==> src/common/videoPkg.sv <==
package videoPkg;

    // ------------------------------------------------------------------------
    // raster coordinates
    // ------------------------------------------------------------------------

    // wide enough for 640 columns and 480 rows
    typedef logic [9:0] coordT;

    localparam coordT ScreenYMax = 10'd479;

    // ------------------------------------------------------------------------
    // colour types and palette
    // ------------------------------------------------------------------------

    typedef struct packed {
        logic [7:0] red;
        logic [7:0] green;
        logic [7:0] blue;
    } rgbT;

    // yellow ball
    localparam rgbT BallColor = '{red: 8'hCA, green: 8'hC9, blue: 8'h2E};

    // green platforms
    localparam rgbT PlatformColor = '{red: 8'h66, green: 8'hDD, blue: 8'h11};

    // red cannon
    localparam rgbT CannonColor = '{red: 8'hFF, green: 8'h00, blue: 8'h00};

    // sandy backdrop
    localparam rgbT BackgroundColor = '{red: 8'h98, green: 8'h85, blue: 8'h58};

endpackage

==> src/common/playfieldPkg.sv <==
package playfieldPkg;

    import videoPkg::*;

    // ------------------------------------------------------------------------
    // platform generation
    // ------------------------------------------------------------------------

    localparam int LfsrWidth = 9;

    typedef logic [LfsrWidth-1:0] lfsrT;

    // platform box half extents
    localparam coordT PlatHalfX = 10'd10;
    localparam coordT PlatHalfY = 10'd4;

    // ------------------------------------------------------------------------
    // game objects
    // ------------------------------------------------------------------------

    // square sprite, size is the half width
    typedef struct packed {
        coordT x;
        coordT y;
        coordT size;
    } spriteT;

    // platform centre
    typedef struct packed {
        coordT x;
        coordT y;
    } platformT;

    typedef struct packed {
        logic [7:0] displacement;
        logic       refreshEn;
    } scrollT;

    // ------------------------------------------------------------------------
    // register words and map
    // ------------------------------------------------------------------------

    typedef struct packed {
        logic [1:0] pad;
        spriteT     sprite;
    } spriteWordT;

    typedef struct packed {
        logic [22:0] pad;
        scrollT      setting;
    } scrollWordT;

    // one bus word, read as a sprite or a scroll setting by address
    typedef union packed {
        spriteWordT spriteView;
        scrollWordT scrollView;
    } regWordT;

    localparam logic [3:0] BallAddr   = 4'd0;
    localparam logic [3:0] CannonAddr = 4'd4;
    localparam logic [3:0] ScrollAddr = 4'd8;

endpackage

==> src/logic/apbRegs.sv <==
`timescale 1ns/1ps

module apbRegs
    import playfieldPkg::*;
(
    input  logic       loadplat,
    input  logic       rstN,
    input  logic       psel,
    input  logic       penable,
    input  logic       pwrite,
    input  logic [3:0] paddr,
    input  regWordT    pwdata,
    output regWordT    prdata,
    output logic       pready,
    output logic       pslverr,
    output spriteT     ballSprite,
    output spriteT     cannonSprite,
    output scrollT     scroll
);

    logic access;
    logic mapped;

    // second cycle of a transfer
    assign access = psel && penable;

    assign mapped = (paddr == BallAddr) || (paddr == CannonAddr) || (paddr == ScrollAddr);

    // zero wait states
    assign pready  = 1'b1;
    assign pslverr = access && !mapped;

    // ------------------------------------------------------------------------
    // register writes
    // ------------------------------------------------------------------------

    always_ff @(posedge loadplat or negedge rstN)
    begin
        if (!rstN)
        begin
            ballSprite   <= '0;
            cannonSprite <= '0;
            scroll       <= '0;
        end
        else if (access && pwrite)
        begin
            // unmapped addresses fall through untouched
            case (paddr)
                BallAddr:   ballSprite   <= pwdata.spriteView.sprite;
                CannonAddr: cannonSprite <= pwdata.spriteView.sprite;
                ScrollAddr: scroll       <= pwdata.scrollView.setting;
                default:    ;
            endcase
        end
    end

    // ------------------------------------------------------------------------
    // read mux, pad bits stay zero
    // ------------------------------------------------------------------------

    always_comb
    begin
        prdata = '0;
        case (paddr)
            BallAddr:   prdata.spriteView.sprite  = ballSprite;
            CannonAddr: prdata.spriteView.sprite  = cannonSprite;
            ScrollAddr: prdata.scrollView.setting = scroll;
            default:    prdata = '0;
        endcase
    end

    // an error is only raised in an access cycle that follows a setup cycle
    assert property (@(posedge loadplat) disable iff (!rstN)
        pslverr |-> penable && $past(psel && !penable));

endmodule

==> src/playfield/lfsrChain.sv <==
`timescale 1ns/1ps

module lfsrChain
    import playfieldPkg::*;
#(
    parameter int unsigned NumPlatforms = 16,
    parameter lfsrT        LfsrSeed     = 9'h1A5
)
(
    input  logic loadplat,
    input  logic rstN,
    output lfsrT lfsrStates [NumPlatforms]
);

    // seed for stage i is the base seed rotated left by i
    function automatic lfsrT rotateSeed(input int unsigned amount);
        lfsrT rotated;
        rotated = LfsrSeed;
        for (int unsigned k = 0; k < amount % LfsrWidth; k++)
        begin
            rotated = {rotated[LfsrWidth-2:0], rotated[LfsrWidth-1]};
        end
        return rotated;
    endfunction

    // taps 9 and 5, maximal length
    function automatic lfsrT stepLfsr(input lfsrT state);
        return {state[LfsrWidth-2:0], state[8] ^ state[4]};
    endfunction

    for (genvar i = 0; i < NumPlatforms; i++)
    begin : gStage
        localparam lfsrT StageSeed = rotateSeed(i);

        always_ff @(posedge loadplat or negedge rstN)
        begin
            if (!rstN)
                lfsrStates[i] <= StageSeed;
            else
                lfsrStates[i] <= stepLfsr(lfsrStates[i]);
        end

        // all-zero would lock the stage up for good
        assert property (@(posedge loadplat) disable iff (!rstN) lfsrStates[i] != '0);
    end

endmodule

==> src/playfield/platformBank.sv <==
`timescale 1ns/1ps

module platformBank
    import videoPkg::*;
    import playfieldPkg::*;
#(
    parameter int unsigned NumPlatforms = 16,
    parameter lfsrT        LfsrSeed     = 9'h1A5,
    parameter int unsigned XOffset      = 100,
    parameter int unsigned RowPitch     = 29
)
(
    input  logic     loadplat,
    input  logic     rstN,
    input  scrollT   scroll,
    output platformT platforms [NumPlatforms],
    output logic     platValid
);

    lfsrT lfsrStates [NumPlatforms];

    lfsrChain #(
        .NumPlatforms(NumPlatforms),
        .LfsrSeed    (LfsrSeed)
    ) uLfsrChain (
        .loadplat  (loadplat),
        .rstN      (rstN),
        .lfsrStates(lfsrStates)
    );

    // positions are loaded from the first edge on
    always_ff @(posedge loadplat or negedge rstN)
    begin
        if (!rstN)
            platValid <= 1'b0;
        else
            platValid <= 1'b1;
    end

    // ------------------------------------------------------------------------
    // one row per platform
    // ------------------------------------------------------------------------

    for (genvar i = 0; i < NumPlatforms; i++)
    begin : gPlatform
        localparam coordT RowBase = coordT'(RowPitch * (i + 1));

        always_ff @(posedge loadplat or negedge rstN)
        begin
            if (!rstN)
            begin
                platforms[i] <= '0;
            end
            else
            begin
                platforms[i].x <= coordT'(XOffset) + coordT'(lfsrStates[i]);
                // scrolling shifts every row down by the same amount
                if (scroll.refreshEn)
                    platforms[i].y <= RowBase + coordT'(scroll.displacement);
                else
                    platforms[i].y <= RowBase;
            end
        end

        assert property (@(posedge loadplat) disable iff (!rstN)
            platValid |-> platforms[i].y <= ScreenYMax);
    end

endmodule

==> src/logic/colorMapper.sv <==
`timescale 1ns/1ps

module colorMapper
    import videoPkg::*;
    import playfieldPkg::*;
#(
    parameter int unsigned NumPlatforms = 16
)
(
    input  logic     loadplat,
    input  logic     rstN,
    input  coordT    drawX,
    input  coordT    drawY,
    input  spriteT   ballSprite,
    input  spriteT   cannonSprite,
    input  platformT platforms [NumPlatforms],
    output rgbT      rgb
);

    // ------------------------------------------------------------------------
    // hit tests
    // ------------------------------------------------------------------------

    // inclusive box test on absolute distance with no wrap at the screen edge
    function automatic logic boxHit(
        input coordT px,
        input coordT py,
        input coordT cx,
        input coordT cy,
        input coordT halfX,
        input coordT halfY
    );
        coordT distX;
        coordT distY;
        distX = (px >= cx) ? px - cx : cx - px;
        distY = (py >= cy) ? py - cy : cy - py;
        return (distX <= halfX) && (distY <= halfY);
    endfunction

    logic                    ballOn;
    logic                    cannonOn;
    logic                    platOn;
    logic [NumPlatforms-1:0] platHits;
    rgbT                     nextRgb;

    assign ballOn = boxHit(drawX, drawY, ballSprite.x, ballSprite.y,
                           ballSprite.size, ballSprite.size);

    assign cannonOn = boxHit(drawX, drawY, cannonSprite.x, cannonSprite.y,
                             cannonSprite.size, cannonSprite.size);

    for (genvar i = 0; i < NumPlatforms; i++)
    begin : gPlatHit
        assign platHits[i] = boxHit(drawX, drawY, platforms[i].x, platforms[i].y,
                                    PlatHalfX, PlatHalfY);
    end

    assign platOn = |platHits;

    // ------------------------------------------------------------------------
    // priority and output register
    // ------------------------------------------------------------------------

    // ball over platforms over cannon
    assign nextRgb = ballOn   ? BallColor :
                     platOn   ? PlatformColor :
                     cannonOn ? CannonColor : BackgroundColor;

    always_ff @(posedge loadplat or negedge rstN)
    begin
        if (!rstN)
            rgb <= '0;
        else
            rgb <= nextRgb;
    end

    assert property (@(posedge loadplat) disable iff (!rstN) !$isunknown(rgb));

endmodule

==> src/logic/playfieldTop.sv <==
`timescale 1ns/1ps

module playfieldTop
    import videoPkg::*;
    import playfieldPkg::*;
#(
    parameter int unsigned NumPlatforms = 16,
    parameter lfsrT        LfsrSeed     = 9'h1A5,
    parameter int unsigned XOffset      = 100,
    parameter int unsigned RowPitch     = 29
)
(
    input  logic       loadplat,
    input  logic       rstN,
    input  logic       psel,
    input  logic       penable,
    input  logic       pwrite,
    input  logic [3:0] paddr,
    input  regWordT    pwdata,
    output regWordT    prdata,
    output logic       pready,
    output logic       pslverr,
    input  coordT      drawX,
    input  coordT      drawY,
    output rgbT        rgb,
    output platformT   platforms [NumPlatforms],
    output logic       platValid
);

    spriteT ballSprite;
    spriteT cannonSprite;
    scrollT scroll;

    // ------------------------------------------------------------------------
    // bus registers
    // ------------------------------------------------------------------------

    apbRegs uApbRegs (
        .loadplat    (loadplat),
        .rstN        (rstN),
        .psel        (psel),
        .penable     (penable),
        .pwrite      (pwrite),
        .paddr       (paddr),
        .pwdata      (pwdata),
        .prdata      (prdata),
        .pready      (pready),
        .pslverr     (pslverr),
        .ballSprite  (ballSprite),
        .cannonSprite(cannonSprite),
        .scroll      (scroll)
    );

    // ------------------------------------------------------------------------
    // platforms and pixel colour
    // ------------------------------------------------------------------------

    platformBank #(
        .NumPlatforms(NumPlatforms),
        .LfsrSeed    (LfsrSeed),
        .XOffset     (XOffset),
        .RowPitch    (RowPitch)
    ) uPlatformBank (
        .loadplat (loadplat),
        .rstN     (rstN),
        .scroll   (scroll),
        .platforms(platforms),
        .platValid(platValid)
    );

    colorMapper #(
        .NumPlatforms(NumPlatforms)
    ) uColorMapper (
        .loadplat    (loadplat),
        .rstN        (rstN),
        .drawX       (drawX),
        .drawY       (drawY),
        .ballSprite  (ballSprite),
        .cannonSprite(cannonSprite),
        .platforms   (platforms),
        .rgb         (rgb)
    );

endmodule

==> config.mk <==
export PLATFORM = sky130hd
export DESIGN_NAME = playfieldTop
export DESIGN_NICKNAME = d
export VERILOG_FILES = /design/src/common/videoPkg.sv /design/src/common/playfieldPkg.sv /design/src/logic/apbRegs.sv /design/src/playfield/lfsrChain.sv /design/src/playfield/platformBank.sv /design/src/logic/colorMapper.sv /design/src/logic/playfieldTop.sv
export SDC_FILE = /design/constraint.sdc
export NUM_CORES = 2
export LEC_CHECK = 0
export ABC_AREA = 0
export BUFFER_PORTS_ARGS = -buffer_cell sky130_fd_sc_hd__buf_2
export CAP_MARGIN = 20
export CORE_MARGIN = 1
export CORE_UTILIZATION = 60
export DETAILED_ROUTE_END_ITERATION = 12
export PLACE_DENSITY = 0.8
export SETUP_SLACK_MARGIN = 0.4
export SLEW_MARGIN = 20
export SYNTH_ARGS = -nofsm -noshare
export SYNTH_HDL_FRONTEND = slang
export SYNTH_SLANG_ARGS = --single-unit
==> constraint.sdc <==
create_clock -name loadplat -period 5.85 [get_ports loadplat]
set_input_delay 1.17 -clock loadplat [delete_from_list [all_inputs] [get_ports loadplat]]
set_output_delay 1.17 -clock loadplat [all_outputs]
set_load 0.01 [all_outputs]
==> results by group <==
CTS
  – Clk Latency, worst-skew pair: 640 ps
  – CTS Buffer Depth: 3
  – Hold_buf cts: 0
  – CTS buffer count: 54
  – Root buf cell: clkbuf_16
  – # H-tree levels: 2
  – Clk pin slew, worst setup/hold paths: 60 ps
  – Clk sinks: 491
  – TritonCTS clock tree: built

Timing
  – Setup WS post-layout: 504.8 ps
  – FMAX: 187.1 MHz
  – Final Setup Violations: 0
  – WHS: 346.4 ps
  – RSZ-0062 raised after global routing: true
  – Max Slew Vio Count: 0
  – Final worst-path cycle share: 0.9137
  – Clock skew: 25.32 ps
  – Worst Tran Pin Value: 1074 ps
  – Tmin final: 5345 ps
  – Max-slew headroom: 0.2837
  – Final hold vios: 0

Placement
  – Post-Place Worst Slack: -448.0 ps
  – Routability congestion estimate: 1.003
  – DPL Wire Length: 132100 microns
  – Port bufs: 423
  – Dpl cell area: 0.05284 sq mm

Drt
  – DR vias/cell: 6.339
  – Via count: 47020
  – Met3 WL: 16860 microns
  – Drt first pass iters: 6
  – DR WL/cell: 23.23 microns
  – Antenna Nets Post-Route: 0
  – Total wire length: 172300 microns
  – Initial DRC Count: 4684
  – Met2 wire len: 76070 microns
  – Top sig layer: met5
  – Post-route DRC: 0
  – DRT met1 WL: 69280 microns

Worst setup path
  – R2R Path End: uColorMapper.rgb[8]
  – Buf/Inv on CP: 7
  – Delay-heaviest family, CP: compound AO/OA/AOI/OAI gates
  – Slowest CP cell: or3_1
  – Crit path launch: drawX[0]
  – WP depth: 26
  – Max incr delay on CP: 420 ps
  – Cells on worst reg2reg path: 25
  – Worst Setup EP: uColorMapper.rgb[8]
  – Worst R2R Setup Slack: 910 ps
  – Worst-path fanout max: 5
  – Critical path startpoint category: input pin
  – Worst Path Arrival: 5860 ps
  – Crit. End Element: register
  – Cell mode on critical path: a21o_1
  – Worst EP required: 6360 ps
  – Reg2Reg Launch Point: uApbRegs.ballSprite[10]
  – Crit path kind: in2reg

Floorplan
  – Floorplan core area: 0.08107 sq mm
  – Row cnt: 104
  – Die width: 289.3 microns
  – Die H: 289.3 microns
  – Die area: 0.08370 sq mm
  – Initial core utilization: 0.6110
  – I/O pin count: 440

Power
  – Max VDD drop: 0.2496 mV
  – Leakage: 26.98 nW
  – PD cells: 316.1 mW/mm^2

Global routing
  – Antenna violations before repair: 13
  – GRT Resource Usage Total: 0.3977
  – Largest net degree at the start of global routing: 128
  – First-pass GRT wire length: 255600 microns
  – Overflow after GRT: 0
  – Vias in the first global route: 43800

Yosys
  – Asr flop ratio synth: 1.000
  – Synth area leader: dfrtp_1
  – Yosys cell types: 106
  – Top_reg_cell synth: dfrtp_1
  – Post-synth top area share: 0.2076
  – EDFF count, synth: 0
  – Syn Area/Cell: 8.284 sq um
  – Yosys warning total: 0
  – Seq/Total Area, Yosys: 0.2501
  – Register bit count reported by yosys: 491
  – Netlist Area Pre-Place: 0.04953 sq mm
  – Synth top area cells: dfrtp_1 21%, ha_1 17%, a21oi_1 5.2%
  – Cells after synthesis: 5979

Cells and area
  – Final #Nets: 7096
  – Share of cells above drive strength 1: 0.1398
  – Finished Cell Area: 0.05491 sq mm
  – FILL cells: 6794
  – Layout area overhead: 10.85%

Flow run
  – Max-Cap Viols: 0

Status
  – Status: complete, no violations

Min path
  – Worst Hold Class: reg2reg
## power breakdown
group / total [W] / internal (W) / switching [W]
registers: 0.00439 / 0.00380 / 0.000592
logic: 0.00935 / 0.00365 / 0.00570
clock network: 0.00362 / 0.00208 / 0.00154
total: 0.0174 / 0.00953 / 0.00782
## timing repair
action,4_1_cts,5_1_grt
resized for setup,2,36
setup buffers,1,5
pin swaps,1,16
endpoints found under the setup margin,8,12
## how the worst min path moves through the flow
stage                                            startpoint                            to  cells after the start
global placement    uPlatformBank.uLfsrChain.lfsrStates[81]  uPlatformBank.platforms[190]                      0
CTS                  uPlatformBank.uLfsrChain.lfsrStates[0]   uPlatformBank.platforms[10]                      0
floorplan            uPlatformBank.uLfsrChain.lfsrStates[0]   uPlatformBank.platforms[10]                      0
finish               uPlatformBank.uLfsrChain.lfsrStates[0]   uPlatformBank.platforms[10]                      0
global route         uPlatformBank.uLfsrChain.lfsrStates[0]   uPlatformBank.platforms[10]                      0
detailed placement  uPlatformBank.uLfsrChain.lfsrStates[81]  uPlatformBank.platforms[190]                      0
## cell families after synthesis
family	after synthesis	synth area share
DFF	491	0.2501
other	2	0.0001516
AOI/OAI and AO/OA	1781	0.2358
and+or+nand+nor	1618	0.1629
xor gates and xnor gates	344	0.06083
adders and majority gates	728	0.1906
buffers and inverters	889	0.07346
muxes	126	0.02617
## synthesized netlist by cell type (27+ instances only)
| master | instances |
|---|---|
| and2_1 | 35 |
| or3_1 | 32 |
| mux2_2 | 28 |
| o22ai_1 | 29 |
| nor3_1 | 108 |
| nand2b_1 | 120 |
| o21ai_0 | 351 |
| clkbuf_1 | 213 |
| a211oi_1 | 58 |
| a31oi_1 | 80 |
| fa_1 | 44 |
| a21oi_1 | 513 |
| nand3_1 | 113 |
| nand3b_1 | 30 |
| o21bai_1 | 49 |
| nor4_1 | 33 |
| ha_1 | 684 |
| nand4_1 | 60 |
| xor2_1 | 163 |
| nand2_1 | 430 |
| o21a_1 | 73 |
| dfstp_2 | 80 |
| a21o_1 | 150 |
| or2_2 | 27 |
| xnor2_1 | 181 |
| a2111oi_0 | 30 |
| mux2i_1 | 98 |
| nor2_1 | 386 |
| and3_1 | 56 |
| o211ai_1 | 60 |
| nor2b_1 | 86 |
| buf_4 | 71 |
| inv_1 | 565 |
| o2111ai_1 | 35 |
| dfrtp_1 | 411 |
## cell usage in the layout, fill, tap and decap left out, drive strengths merged, types with 80 or more instances in the layout
cell type / netlist / layout
dfstp: 80 / 80
inv: 565 / 566
mux2i: 98 / 98
nor2: 386 / 386
xor2: 163 / 163
nand3: 113 / 113
nand2: 432 / 432
nor2b: 87 / 87
o21ai: 367 / 367
a21oi: 515 / 515
ha: 684 / 684
nand2b: 120 / 120
nor3: 108 / 108
dfrtp: 411 / 411
a21o: 150 / 150
xnor2: 181 / 181
buf: 108 / 579
a31oi: 80 / 80
## state kept, by name (all words and copies together), names as in the netlist
signal and cells:
uApbRegs.ballSprite 30, uApbRegs.cannonSprite 30, uApbRegs.scroll 9, uColorMapper.rgb 12
uPlatformBank.platValid 1, uPlatformBank.platforms 278, uPlatformBank.uLfsrChain.lfsrStates 131
## layout make-up
type                       count  area, sq um  share of cell area
multi-input combinational   4612        33710              0.6139
clock inverter                28        314.1            0.005720
tap                         1060         1326             0.02416
sequential                   491        12390              0.2256
antenna                        5        12.51           0.0002279
inverter                     568         2140             0.03897
timing repair buffer         580         3468             0.06317
clock buffer                  74         1548             0.02819
## stage by stage
| stage | setup TNS (ps) | total power [W] | instances | utilization |
|---|---|---|---|---|
| floorplan | 0 | 0.01050 | 5992 | - |
| global placement | -2843 | 0.01328 | 7304 | 0.6517 |
| detailed placement | -3489 | 0.01338 | 7305 | 0.6519 |
| finish | 0 | 0.01736 | 7418 | 0.6773 |
| global route | 0 | 0.01832 | 7416 | 0.6772 |
| CTS | 0 | 0.01704 | 7408 | 0.6749 |
## routing by layer
metal / global-route usage / vias to the layer above
li1: - / 21810
met1: 0.5127 / 22560
met2: 0.6231 / 2165
met3: 0.08819 / 485
met4: 0.2070 / 4
met5: 0 / -
Note: power is estimated with default switching activity, not from simulation.
